$ cat src/verilog/ReplayQueuePkg.sv
/*
 * Replay queue package
 * Sizes, widths, opcode and MSHR phase encodings, and the queue entry
 * record shared by the replay queue blocks and their testbench.
 */

package ReplayQueuePkg;

    // Queue geometry
    localparam int QueueEntries = 8;
    localparam int QueueIndexWidth = 3;
    localparam int QueueCountWidth = 4;

    // Beats that may still arrive after the upper stages see the stall
    localparam int MemIssueLatency = 2;
    localparam int AlmostFullLevel = QueueEntries - MemIssueLatency;

    // Replay spacing
    localparam int MaxReplayInterval = 3;
    localparam int IntervalWidth = 2;

    localparam int ActiveListIndexWidth = 5;
    localparam int PayloadWidth = 16;
    localparam int MshrCount = 2;
    localparam int MshrIndexWidth = 1;

    typedef logic [QueueIndexWidth-1:0] QueueIndexPath;
    typedef logic [QueueCountWidth-1:0] QueueCountPath;
    typedef logic [IntervalWidth-1:0] IntervalPath;
    typedef logic [ActiveListIndexWidth-1:0] ActiveListIndexPath;
    typedef logic [PayloadWidth-1:0] PayloadPath;
    typedef logic [MshrIndexWidth-1:0] MshrIndexPath;

    typedef enum logic [1:0] {
        MemOpLoad,
        MemOpStore,
        MemOpDiv
    } MemOpType;

    // Phases below MshrPhaseMissWriteCache mean the fill data is not there yet
    typedef enum logic [1:0] {
        MshrPhaseAlloc,
        MshrPhaseMissRequest,
        MshrPhaseMissWriteCache,
        MshrPhaseDone
    } MshrPhase;

    typedef struct packed {
        logic valid;
        PayloadPath payload;
        ActiveListIndexPath alPtr;
    } IntLane;

    typedef struct packed {
        logic valid;
        PayloadPath payload;
        ActiveListIndexPath alPtr;
        MemOpType op;
        logic hasMshr;
        MshrIndexPath mshrId;
    } MemLane;

    typedef struct packed {
        IntLane intLane;
        MemLane memLane;
        IntervalPath interval;
    } ReplayEntry;

endpackage

$ cat src/verilog/ReplayRecorder.sv
/*
 * Replay recorder
 * Packs the issued int and mem lanes into a queue entry, tags it with the
 * number of cycles since the previous recorded beat and decides the push.
 */

`timescale 1ns/1ps

module ReplayRecorder (
    input  logic clock,
    input  logic reset,
    input  logic intRecordValid,
    input  ReplayQueuePkg::PayloadPath intRecordPayload,
    input  ReplayQueuePkg::ActiveListIndexPath intRecordAlPtr,
    input  logic memRecordValid,
    input  ReplayQueuePkg::PayloadPath memRecordPayload,
    input  ReplayQueuePkg::ActiveListIndexPath memRecordAlPtr,
    input  ReplayQueuePkg::MemOpType memRecordOp,
    input  logic memRecordHasMshr,
    input  ReplayQueuePkg::MshrIndexPath memRecordMshrId,
    input  logic full,
    input  logic queueHoldsValid,
    output logic push,
    output ReplayQueuePkg::ReplayEntry recordEntry
);
    import ReplayQueuePkg::*;

    IntervalPath gapCount;
    logic recordValid;

    always_comb begin
        recordEntry.intLane.valid = intRecordValid;
        recordEntry.intLane.payload = intRecordPayload;
        recordEntry.intLane.alPtr = intRecordAlPtr;
        recordEntry.memLane.valid = memRecordValid;
        recordEntry.memLane.payload = memRecordPayload;
        recordEntry.memLane.alPtr = memRecordAlPtr;
        recordEntry.memLane.op = memRecordOp;
        recordEntry.memLane.hasMshr = memRecordHasMshr;
        recordEntry.memLane.mshrId = memRecordMshrId;
        recordEntry.interval = gapCount;
    end

    assign recordValid = intRecordValid || memRecordValid;

    // Empty beats only add to the gap
    assign push = !full && recordValid;

    // Cycles since the last push, saturating
    always_ff @(posedge clock) begin
        if (reset) begin
            gapCount <= '0;
        end else if (push) begin
            gapCount <= '0;
        end else if (gapCount < IntervalPath'(MaxReplayInterval)) begin
            gapCount <= gapCount + 1'b1;
        end
    end

endmodule

$ cat src/verilog/ReplayQueueStorage.sv
/*
 * Replay queue storage
 * Circular entry RAM with head and tail pointers and an occupancy count.
 * Also tracks how many stored beats carry at least one valid lane.
 */

`timescale 1ns/1ps

module ReplayQueueStorage (
    input  logic clock,
    input  logic reset,
    input  logic push,
    input  logic pop,
    input  ReplayQueuePkg::ReplayEntry recordEntry,
    output ReplayQueuePkg::ReplayEntry headEntry,
    output logic empty,
    output logic full,
    output ReplayQueuePkg::QueueCountPath count,
    output logic queueHoldsValid
);
    import ReplayQueuePkg::*;

    ReplayEntry entryRam [QueueEntries];
    QueueIndexPath headPtr;
    QueueIndexPath tailPtr;
    QueueCountPath validCount;
    logic recordHasValid;
    logic headHasValid;

    // Write at tail, read at head without a clock
    always_ff @(posedge clock) begin
        if (push) begin
            entryRam[tailPtr] <= recordEntry;
        end
    end

    assign headEntry = entryRam[headPtr];

    assign empty = (count == '0);
    assign full = (count == QueueCountPath'(QueueEntries));

    always_ff @(posedge clock) begin
        if (reset) begin
            headPtr <= '0;
            tailPtr <= '0;
            count <= '0;
        end else begin
            if (push) begin
                tailPtr <= tailPtr + 1'b1;
            end
            if (pop) begin
                headPtr <= headPtr + 1'b1;
            end
            case ({push, pop})
                2'b10: count <= count + 1'b1;
                2'b01: count <= count - 1'b1;
                default: count <= count;
            endcase
        end
    end

    assign recordHasValid = recordEntry.intLane.valid || recordEntry.memLane.valid;
    assign headHasValid = headEntry.intLane.valid || headEntry.memLane.valid;

    // Beats with live ops currently in the queue
    always_ff @(posedge clock) begin
        if (reset) begin
            validCount <= '0;
        end else begin
            case ({push && recordHasValid, pop && headHasValid})
                2'b10: validCount <= validCount + 1'b1;
                2'b01: validCount <= validCount - 1'b1;
                default: validCount <= validCount;
            endcase
        end
    end

    assign queueHoldsValid = (validCount != '0);

endmodule

$ cat src/verilog/ReplayIssueGate.sv
/*
 * Replay issue gate
 * Decides when the head beat leaves the queue. Holds it for its stored
 * gap, for a load whose MSHR has no data yet and for a divide on a busy divider.
 */

`timescale 1ns/1ps

module ReplayIssueGate (
    input  logic clock,
    input  logic reset,
    input  logic empty,
    input  ReplayQueuePkg::ReplayEntry headEntry,
    input  ReplayQueuePkg::MshrPhase mshrPhase [ReplayQueuePkg::MshrCount],
    input  logic divBusy,
    output logic pop
);
    import ReplayQueuePkg::*;

    IntervalPath gapCount;
    MshrPhase headPhase;
    logic gapElapsed;
    logic loadWait;
    logic divWait;

    assign headPhase = mshrPhase[headEntry.memLane.mshrId];
    assign gapElapsed = (gapCount >= headEntry.interval);

    // Load that owns an MSHR still waiting for its fill
    assign loadWait = headEntry.memLane.valid
        && (headEntry.memLane.op == MemOpLoad)
        && headEntry.memLane.hasMshr
        && (headPhase < MshrPhaseMissWriteCache);

    // Divider interlock
    assign divWait = headEntry.memLane.valid
        && (headEntry.memLane.op == MemOpDiv)
        && divBusy;

    always_comb begin
        if (empty || !gapElapsed) begin
            pop = 1'b0;
        end else begin
            pop = !(loadWait || divWait);
        end
    end

    // Cycles since the last pop, saturating
    always_ff @(posedge clock) begin
        if (reset) begin
            gapCount <= '0;
        end else if (pop) begin
            gapCount <= '0;
        end else if (gapCount < IntervalPath'(MaxReplayInterval)) begin
            gapCount <= gapCount + 1'b1;
        end
    end

endmodule

$ cat src/verilog/ReplayOutputStage.sv
/*
 * Replay output stage
 * Registers the popped beat, masks ops caught by a recent recovery and
 * drives the upper-stage stall and the flushed-op indication.
 */

`timescale 1ns/1ps

module ReplayOutputStage (
    input  logic clock,
    input  logic reset,
    input  logic pop,
    input  ReplayQueuePkg::ReplayEntry headEntry,
    input  ReplayQueuePkg::QueueCountPath count,
    input  logic recovery,
    input  ReplayQueuePkg::ActiveListIndexPath flushRangeHead,
    input  ReplayQueuePkg::ActiveListIndexPath flushRangeTail,
    output logic replay,
    output logic intReplayValid,
    output ReplayQueuePkg::PayloadPath intReplayPayload,
    output ReplayQueuePkg::ActiveListIndexPath intReplayAlPtr,
    output logic memReplayValid,
    output ReplayQueuePkg::PayloadPath memReplayPayload,
    output ReplayQueuePkg::ActiveListIndexPath memReplayAlPtr,
    output ReplayQueuePkg::MemOpType memReplayOp,
    output logic stallUpper,
    output logic flushedOpExist
);
    import ReplayQueuePkg::*;

    logic intValidReg;
    logic memValidReg;
    QueueCountPath flushCount;
    ActiveListIndexPath flushHeadReg;
    ActiveListIndexPath flushTailReg;
    logic flushInt;
    logic flushMem;

    // Range is head inclusive to tail exclusive on the circular active list
    function automatic logic inFlushRange(input ActiveListIndexPath ptr,
                                          input ActiveListIndexPath head,
                                          input ActiveListIndexPath tail);
        if (head <= tail) begin
            return (ptr >= head) && (ptr < tail);
        end
        return (ptr >= head) || (ptr < tail);
    endfunction

    always_ff @(posedge clock) begin
        if (reset) begin
            replay <= 1'b0;
            intValidReg <= 1'b0;
            memValidReg <= 1'b0;
        end else begin
            replay <= pop && (headEntry.intLane.valid || headEntry.memLane.valid);
            intValidReg <= pop && headEntry.intLane.valid;
            memValidReg <= pop && headEntry.memLane.valid;
        end
    end

    always_ff @(posedge clock) begin
        intReplayPayload <= headEntry.intLane.payload;
        intReplayAlPtr <= headEntry.intLane.alPtr;
        memReplayPayload <= headEntry.memLane.payload;
        memReplayAlPtr <= headEntry.memLane.alPtr;
        memReplayOp <= headEntry.memLane.op;
    end

    // Every beat queued at recovery time may hold a flushed op
    always_ff @(posedge clock) begin
        if (reset) begin
            flushCount <= '0;
        end else if (recovery) begin
            flushCount <= count;
            flushHeadReg <= flushRangeHead;
            flushTailReg <= flushRangeTail;
        end else if (flushedOpExist && replay) begin
            flushCount <= flushCount - 1'b1;
        end
    end

    assign flushedOpExist = (flushCount != '0);

    assign flushInt = flushedOpExist
        && inFlushRange(intReplayAlPtr, flushHeadReg, flushTailReg);
    assign flushMem = flushedOpExist
        && inFlushRange(memReplayAlPtr, flushHeadReg, flushTailReg);

    assign intReplayValid = intValidReg && !flushInt;
    assign memReplayValid = memValidReg && !flushMem;

    assign stallUpper = replay || (count >= QueueCountPath'(AlmostFullLevel));

endmodule

$ cat src/verilog/ReplayQueue.sv
/*
 * Replay queue
 * Records issued beats with their spacing and replays them in order,
 * holding on MSHR fills and the divider, with selective flush masking.
 */

`timescale 1ns/1ps

module ReplayQueue (
    input  logic clock,
    input  logic reset,
    input  logic intRecordValid,
    input  ReplayQueuePkg::PayloadPath intRecordPayload,
    input  ReplayQueuePkg::ActiveListIndexPath intRecordAlPtr,
    input  logic memRecordValid,
    input  ReplayQueuePkg::PayloadPath memRecordPayload,
    input  ReplayQueuePkg::ActiveListIndexPath memRecordAlPtr,
    input  ReplayQueuePkg::MemOpType memRecordOp,
    input  logic memRecordHasMshr,
    input  ReplayQueuePkg::MshrIndexPath memRecordMshrId,
    input  ReplayQueuePkg::MshrPhase mshrPhase [ReplayQueuePkg::MshrCount],
    input  logic divBusy,
    input  logic recovery,
    input  ReplayQueuePkg::ActiveListIndexPath flushRangeHead,
    input  ReplayQueuePkg::ActiveListIndexPath flushRangeTail,
    output logic replay,
    output logic intReplayValid,
    output ReplayQueuePkg::PayloadPath intReplayPayload,
    output ReplayQueuePkg::ActiveListIndexPath intReplayAlPtr,
    output logic memReplayValid,
    output ReplayQueuePkg::PayloadPath memReplayPayload,
    output ReplayQueuePkg::ActiveListIndexPath memReplayAlPtr,
    output ReplayQueuePkg::MemOpType memReplayOp,
    output logic stallUpper,
    output logic flushedOpExist
);
    import ReplayQueuePkg::*;

    logic push;
    logic pop;
    logic empty;
    logic full;
    logic queueHoldsValid;
    QueueCountPath count;
    ReplayEntry recordEntry;
    ReplayEntry headEntry;

    ReplayRecorder recorder (
        .clock(clock), .reset(reset),
        .intRecordValid(intRecordValid), .intRecordPayload(intRecordPayload),
        .intRecordAlPtr(intRecordAlPtr),
        .memRecordValid(memRecordValid), .memRecordPayload(memRecordPayload),
        .memRecordAlPtr(memRecordAlPtr), .memRecordOp(memRecordOp),
        .memRecordHasMshr(memRecordHasMshr), .memRecordMshrId(memRecordMshrId),
        .full(full), .queueHoldsValid(queueHoldsValid),
        .push(push), .recordEntry(recordEntry)
    );

    ReplayQueueStorage storage (
        .clock(clock), .reset(reset), .push(push), .pop(pop),
        .recordEntry(recordEntry), .headEntry(headEntry),
        .empty(empty), .full(full), .count(count), .queueHoldsValid(queueHoldsValid)
    );

    ReplayIssueGate issueGate (
        .clock(clock), .reset(reset), .empty(empty), .headEntry(headEntry),
        .mshrPhase(mshrPhase), .divBusy(divBusy), .pop(pop)
    );

    ReplayOutputStage outputStage (
        .clock(clock), .reset(reset), .pop(pop), .headEntry(headEntry), .count(count),
        .recovery(recovery), .flushRangeHead(flushRangeHead),
        .flushRangeTail(flushRangeTail), .replay(replay),
        .intReplayValid(intReplayValid), .intReplayPayload(intReplayPayload),
        .intReplayAlPtr(intReplayAlPtr),
        .memReplayValid(memReplayValid), .memReplayPayload(memReplayPayload),
        .memReplayAlPtr(memReplayAlPtr), .memReplayOp(memReplayOp),
        .stallUpper(stallUpper), .flushedOpExist(flushedOpExist)
    );

endmodule

$ cat config.mk
export PLATFORM = sky130hd
export DESIGN_NAME = ReplayQueue
export DESIGN_NICKNAME = d
export VERILOG_FILES = /design/src/verilog/ReplayQueuePkg.sv /design/src/verilog/ReplayRecorder.sv /design/src/verilog/ReplayQueueStorage.sv /design/src/verilog/ReplayIssueGate.sv /design/src/verilog/ReplayOutputStage.sv /design/src/verilog/ReplayQueue.sv
export SDC_FILE = /design/constraint.sdc
export NUM_CORES = 1
export LEC_CHECK = 0
export BUFFER_PORTS_ARGS = -buffer_cell sky130_fd_sc_hd__buf_4
export CORE_MARGIN = 5
export CORE_UTILIZATION = 40
export CTS_CLUSTER_DIAMETER = 150
export CTS_CLUSTER_SIZE = 20
export DETAILED_ROUTE_END_ITERATION = 7
export PLACE_DENSITY = 0.57
export SLEW_MARGIN = 5
export SYNTH_ARGS = -nofsm -noshare
export SYNTH_HDL_FRONTEND = slang
export SYNTH_HIERARCHICAL = 1
export SYNTH_SLANG_ARGS = --single-unit
$ cat constraint.sdc
create_clock -name clock -period 5.05 [get_ports clock]
set_input_delay 0.2525 -clock clock [delete_from_list [all_inputs] [get_ports clock]]
set_output_delay 0.2525 -clock clock [all_outputs]
set_load 0.1 [all_outputs]
Yosys cells after proc, flatten, opt, wreduce, memory -nomap -nowiden

Memories as Yosys holds them, arrays and structs flattened. A register that Yosys moved wholly into a read port is not among the register bits.
Index checks and enable logic that the tools add are counted.

Register bits after elaboration: 75
Memory bits (read-only): 0
RAM bits: 400
Input bits: 66
Latch bits: 0
Memories kept: 1

Shift operators: 0
$mul: 0
Reductions and logical operators: 36
Equality and inequality tests: 4
Add/subtract/negate cells: 7
Muxes and demuxes: 16
Magnitude comparators: 11
Bitwise gates (word level): 2
Div/mod/pow operators: 0

Memories:

| name             | depth | bits a word | read ports | clocked after Yosys merged registers in | wr ports | line                     | source |
|---|---|---|---|---|---|---|---|
| storage.entryRam | 8     | 50          | 1          | 1                                       | 1        | ReplayQueueStorage.sv:23 | `ReplayEntry entryRam [QueueEntries];` |

Operator list:

| cell                  | count |
|---|---|
| $logic_and A1 B1 Y1   | 16 |
| $ge A5 B5 Y1          | 2 |
| $lt A5 B5 Y1          | 2 |
| $mux W1               | 8 |
| $mux W4               | 2 |
| $pmux W4 S2           | 1 |
| $sub A4 B1 Y4 const B | 2 |
| $logic_or A1 B1 Y1    | 7 |
| $add A3 B1 Y3 const B | 2 |
| $lt A2 B2 Y1 const B  | 3 |
| $mux W2               | 3 |
| $mux W3               | 2 |
| $le A5 B5 Y1          | 1 |
| $logic_not A1 Y1      | 5 |
| $add A2 B1 Y2 const B | 2 |
| $add A4 B1 Y4 const B | 1 |
| $eq A2 B2 Y1 const B  | 2 |
| $eq A4 B4 Y1 const B  | 1 |
| $ge A4 B3 Y1 const B  | 1 |
| $logic_not A4 Y1      | 1 |
| $reduce_bool A2 Y1    | 2 |
| $reduce_bool A4 Y1    | 1 |
| $reduce_or A2 Y1      | 2 |
| $eq A2 B1 Y1 const B  | 1 |
| other kinds (6)       | 6 |

Logic depth before layout (Yosys ltp)

Word-level depth: 11
Depth in mapped cells: 15

By module

Netlist, hierarchy kept.

Modules (own cells, without submodules):

| module             | area each (um^2) | cells each | times used |
|---|---|---|---|
| ReplayQueueStorage | 15,944.0         | 682        | 1 |
| ReplayOutputStage  | 2,094.5          | 165        | 1 |
| ReplayRecorder     | 451.7            | 56         | 1 |
| ReplayIssueGate    | 173.9            | 18         | 1 |

Least setup slack after synthesis

OpenSTA, ideal clock, no wires.

Path type: reg2reg
Start: register storage.count[1]
End: memory storage/entryRam[0][0] (netlist bit) (enable)
Period minus slack after synthesis: 5.023 ns
Setup slack: 0.027 ns
Library setup time: 0.519 ns
Stages on the path, launching flop included: 6
Buffers on the path: 1
Data arrival time: 4.504 ns
Path through: dfxtp_1 nor4b_1 o21ba_2 clkbuf_1 nand2b_1 nor3_1

Word-level cells in the longest chain between the ends: 5

RTL lines:

| element                       | line                     | source |
|---|---|---|
| start, declared               | ReplayQueueStorage.sv:18 | `output ReplayQueuePkg::QueueCountPath count,` |
| start signal, assigned        | ReplayQueueStorage.sv:55 | `2'b10: count <= count + 1'b1;` |
| start signal, assigned        | ReplayQueueStorage.sv:56 | `2'b01: count <= count - 1'b1;` |
| start signal, assigned        | ReplayQueueStorage.sv:57 | `default: count <= count;` |
| $eq A4 B4 Y1                  | ReplayQueueStorage.sv:40 | `assign full = (count == QueueCountPath'(QueueEntries));` |
| net full                      | ReplayQueue.sv:42        | `logic full;` |
| $logic_not A1 Y1              | ReplayRecorder.sv:47     | `assign push = !full && recordValid;` |
| $logic_and A1 B1 Y1           | ReplayRecorder.sv:47     |  |
| net push                      | ReplayQueue.sv:39        | `logic push;` |
| $mux W1                       | ReplayQueueStorage.sv:32 | `if (push) begin` |
| $mux W1 (implied by the code) | ReplayQueueStorage.sv:33 | `entryRam[tailPtr] <= recordEntry;` |
| end, declared                 | ReplayQueueStorage.sv:23 |  |

The timed path passes the listed nets, and every way through them passes these cells.

==> impl_metrics.sql <==
INSERT INTO impl_metrics (metric_group, metric, value, unit) VALUES
('global_route', 'first_global_vias', '8787', ''),
('cts', 'cts_tree', 'yes', ''),
('cts', 'ctsHoldBuffers', '61', ''),
('synth', 'syn_inst', '889', ''),
('route', 'via_count', '8281', ''),
('cts', 'worst_case_clock_buffer_depth', '3', ''),
('cts', 'cts_buffers', '27', ''),
('route', 'antenna_violation_net_count_after_detailed_routing', '0', ''),
('sta', 'finClkSkew', '0.0222', 'ns'),
('worst_hold_path', 'min_path_type', 'input pin to flop', ''),
('floorplanning', 'die_height', '224', 'µm'),
('cts', 'ctsHtreeMaxLevel', '1', ''),
('layout', 'layout_commonest_cell', 'edfxtp_1', ''),
('run', 'max-cap-violations', '0', ''),
('layout', 'flow.area_growth_from_synthesis', '14.3', '%'),
('cts', 'post-cts-setup-buffers', '0', ''),
('worst_setup_path', 'critical_path.startpoint_type', 'flop', ''),
('synth', 'syn-mean-instance-area', '20.7', 'µm²'),
('floorplanning', 'placement_rows', '78', ''),
('status', 'status', 'finished clean', ''),
('sta', 'worst_slew_margin_rel', '0.208', ''),
('sta', 'setup_violations', '0', ''),
('sta', 'final_max_tran_viols', '0', ''),
('global_route', 'globalRoute.totalOverflow', '0', ''),
('global_route', 'gr-usage-all-layers', '0.141', ''),
('sta', 'setup-tns-final', '0', 'ns'),
('layout', 'postLayoutCoreUtil', '0.462', ''),
('route', 'drt_pre_antenna_iters', '4', ''),
('pwr', 'power.leakage', '6.99', 'nW'),
('worst_setup_path', 'worst_setup_end_kind', 'flop', ''),
('global_route', 'grt_pass1_wl', '55000', 'µm'),
('worst_setup_path', 'worst-r2r-cell-count', '12', ''),
('worst_hold_path', 'min_path_cells', '4', ''),
('sta', 'final_min_period_over_clock_period', '0.760', ''),
('cts', 'clk_latency', '0.57', 'ns'),
('pwr', 'power_per_cell_area', '523', 'nW/µm²'),
('floorplanning', 'die_x', '224', 'µm'),
('cts', 'clkSlewWorstSetupHoldPaths', '0.08', 'ns'),
('place', 'gpl.final_weighted_congestion', '0.725', ''),
('sta', 'finalCriticalPeriod', '3.84', 'ns'),
('cts', 'cts.sink_count', '478', ''),
('sta', 'timing.final.hold_violations', '0', ''),
('sta', 'fmax', '261', 'MHz'),
('floorplanning', 'core-area', '45500', 'µm²'),
('synth', 'post_synth_instance_area', '18400', 'µm²'),
('pwr', 'max-vdd-ir-drop', '402', 'µV'),
('floorplanning', 'io-pin-count', '115', ''),
('cts', 'ctsResizeCount', '0', ''),
('cts', 'clock_tree.root_cell', 'clkbuf_16', ''),
('route', 'drc_errors', '0', ''),
('sta', 'final.hold.worst_slack', '0.130', 'ns'),
('layout', 'drive_above_1_share', '0.305', ''),
('floorplanning', 'floorplan.initialDensity', '0.405', ''),
('place', 'place.detailed.hpwl', '21300', 'µm'),
('worst_setup_path', 'critPathKind', 'flop to flop', ''),
('route', 'first_iter_violations', '536', ''),
('worst_setup_path', 'critical_path_required', '5.56', 'ns'),
('synth', 'syn-num-nets', '990', ''),
('worst_setup_path', 'crit_path_max_fanout', '19', ''),
('route', 'postRouteWirelength', '35600', 'µm'),
('floorplanning', 'fp.dieArea', '50400', 'µm²'),
('layout', 'nets', '1131', ''),
('route', 'route.detailed.wl_per_inst', '21.6', 'µm'),
('worst_setup_path', 'crit_arrival', '4.35', 'ns'),
('synth', 'ys_warn_count', '6', ''),
('global_route', 'grt_max_degree', '52', ''),
('route', 'detail_route.vias_per_cell', '5.02', ''),
('global_route', 'grt_antenna_before_repair', '2', ''),
('layout', 'layout.cells.most_common_list', 'edfxtp_1, buf_4, mux4_2', ''),
('place', 'port_buffers', '112', ''),
('sta', 'worst_pin_slew', '1.18', 'ns'),
('pwr', 'design_power_total', '11.0', 'mW'),
('sta', 'setup_repair_after_global_routing_missed_its_margin', 'false', '');
[metal layers]
| layer | part of all wire | vias to the layer above | routed length, µm | GRT usage |
|---|---|---|---|---|
| met5 | 0.00020 | - | 7 | 0 |
| met4 | 0.013 | 2 | 462 | 0.0214 |
| met3 | 0.048 | 34 | 1710 | 0.0282 |
| met2 | 0.48 | 144 | 17100 | 0.230 |
| met1 | 0.46 | 4315 | 16300 | 0.205 |
| li1 | - | 3786 | - | - |
[path summary, 6_finish.rpt]
kind / startpoint / to / slack, ns
min reg2reg: storage/headPtr[1]$_SDFFE_PP0P_ / flop / 0.54
max reg2reg: flop / storage/count[3]$_SDFFE_PP0P_ / 1.21
max: flop / storage/count[3]$_SDFFE_PP0P_ / 1.21
min: mshrPhase[3] / issueGate/gapCount[0]$_SDFFE_PP0N_ / 0.13
[sequential cells by signal, indices dropped and copies added (netlist names), named ones only]
register	cells
outputStage/replay	1
outputStage/memReplayOp	2
outputStage/memReplayPayload	16
storage/tailPtr	3
recorder/gapCount	2
outputStage/intReplayAlPtr	5
outputStage/flushTailReg	5
outputStage/memReplayAlPtr	5
outputStage/flushHeadReg	5
issueGate/gapCount	2
storage/entryRam	400
storage/headPtr	3
outputStage/memValidReg	1
outputStage/intReplayPayload	16
outputStage/flushCount	4
outputStage/intValidReg	1
storage/count	4
[worst max-delay path, stage by stage, from the launching register on]
cell and delay (ns):
dfxtp_4 0.58, mux4_1 0.59, mux2_2 0.28, ha_1 0.28
nand2b_1 0.14, a21o_1 0.20, and3_2 0.24, ha_1 0.23
ha_1 0.33, a21oi_1 0.19, a21oi_1 0.10, or4_1 0.46
a21oi_1 0.15
[power by group]
group,switching (mW),total [mW],internal (mW)
Combinational,2.46,3.63,1.17
Sequential,0.257,5.16,4.90
Clock,1.19,2.21,1.01
Total,3.91,11.0,7.08
[final cells by class]
class	instances	area (µm²)
clock buffers	47	751
inverters	21	78.8
fillers	3885	24500
well taps	600	751
repair buffers	193	1640
clock inverters	2	12.5
diodes	1	2.50
multi-input cells	309	4100
flip-flops and latches	478	13700
[stage by stage]
stage | instances | worst slack, ns | cell area (µm²)
after floorplan | 889 | 0.0457 | 18400
after global placement | 1540 | 1.23 | 19600
after detailed placement | 1540 | 1.22 | 19600
after CTS | 1650 | 1.20 | 21000
after global routing | 1651 | 0.868 | 21000
final | 1651 | 1.21 | 21000
No activity file was read; power rests on OpenSTA's default activity.
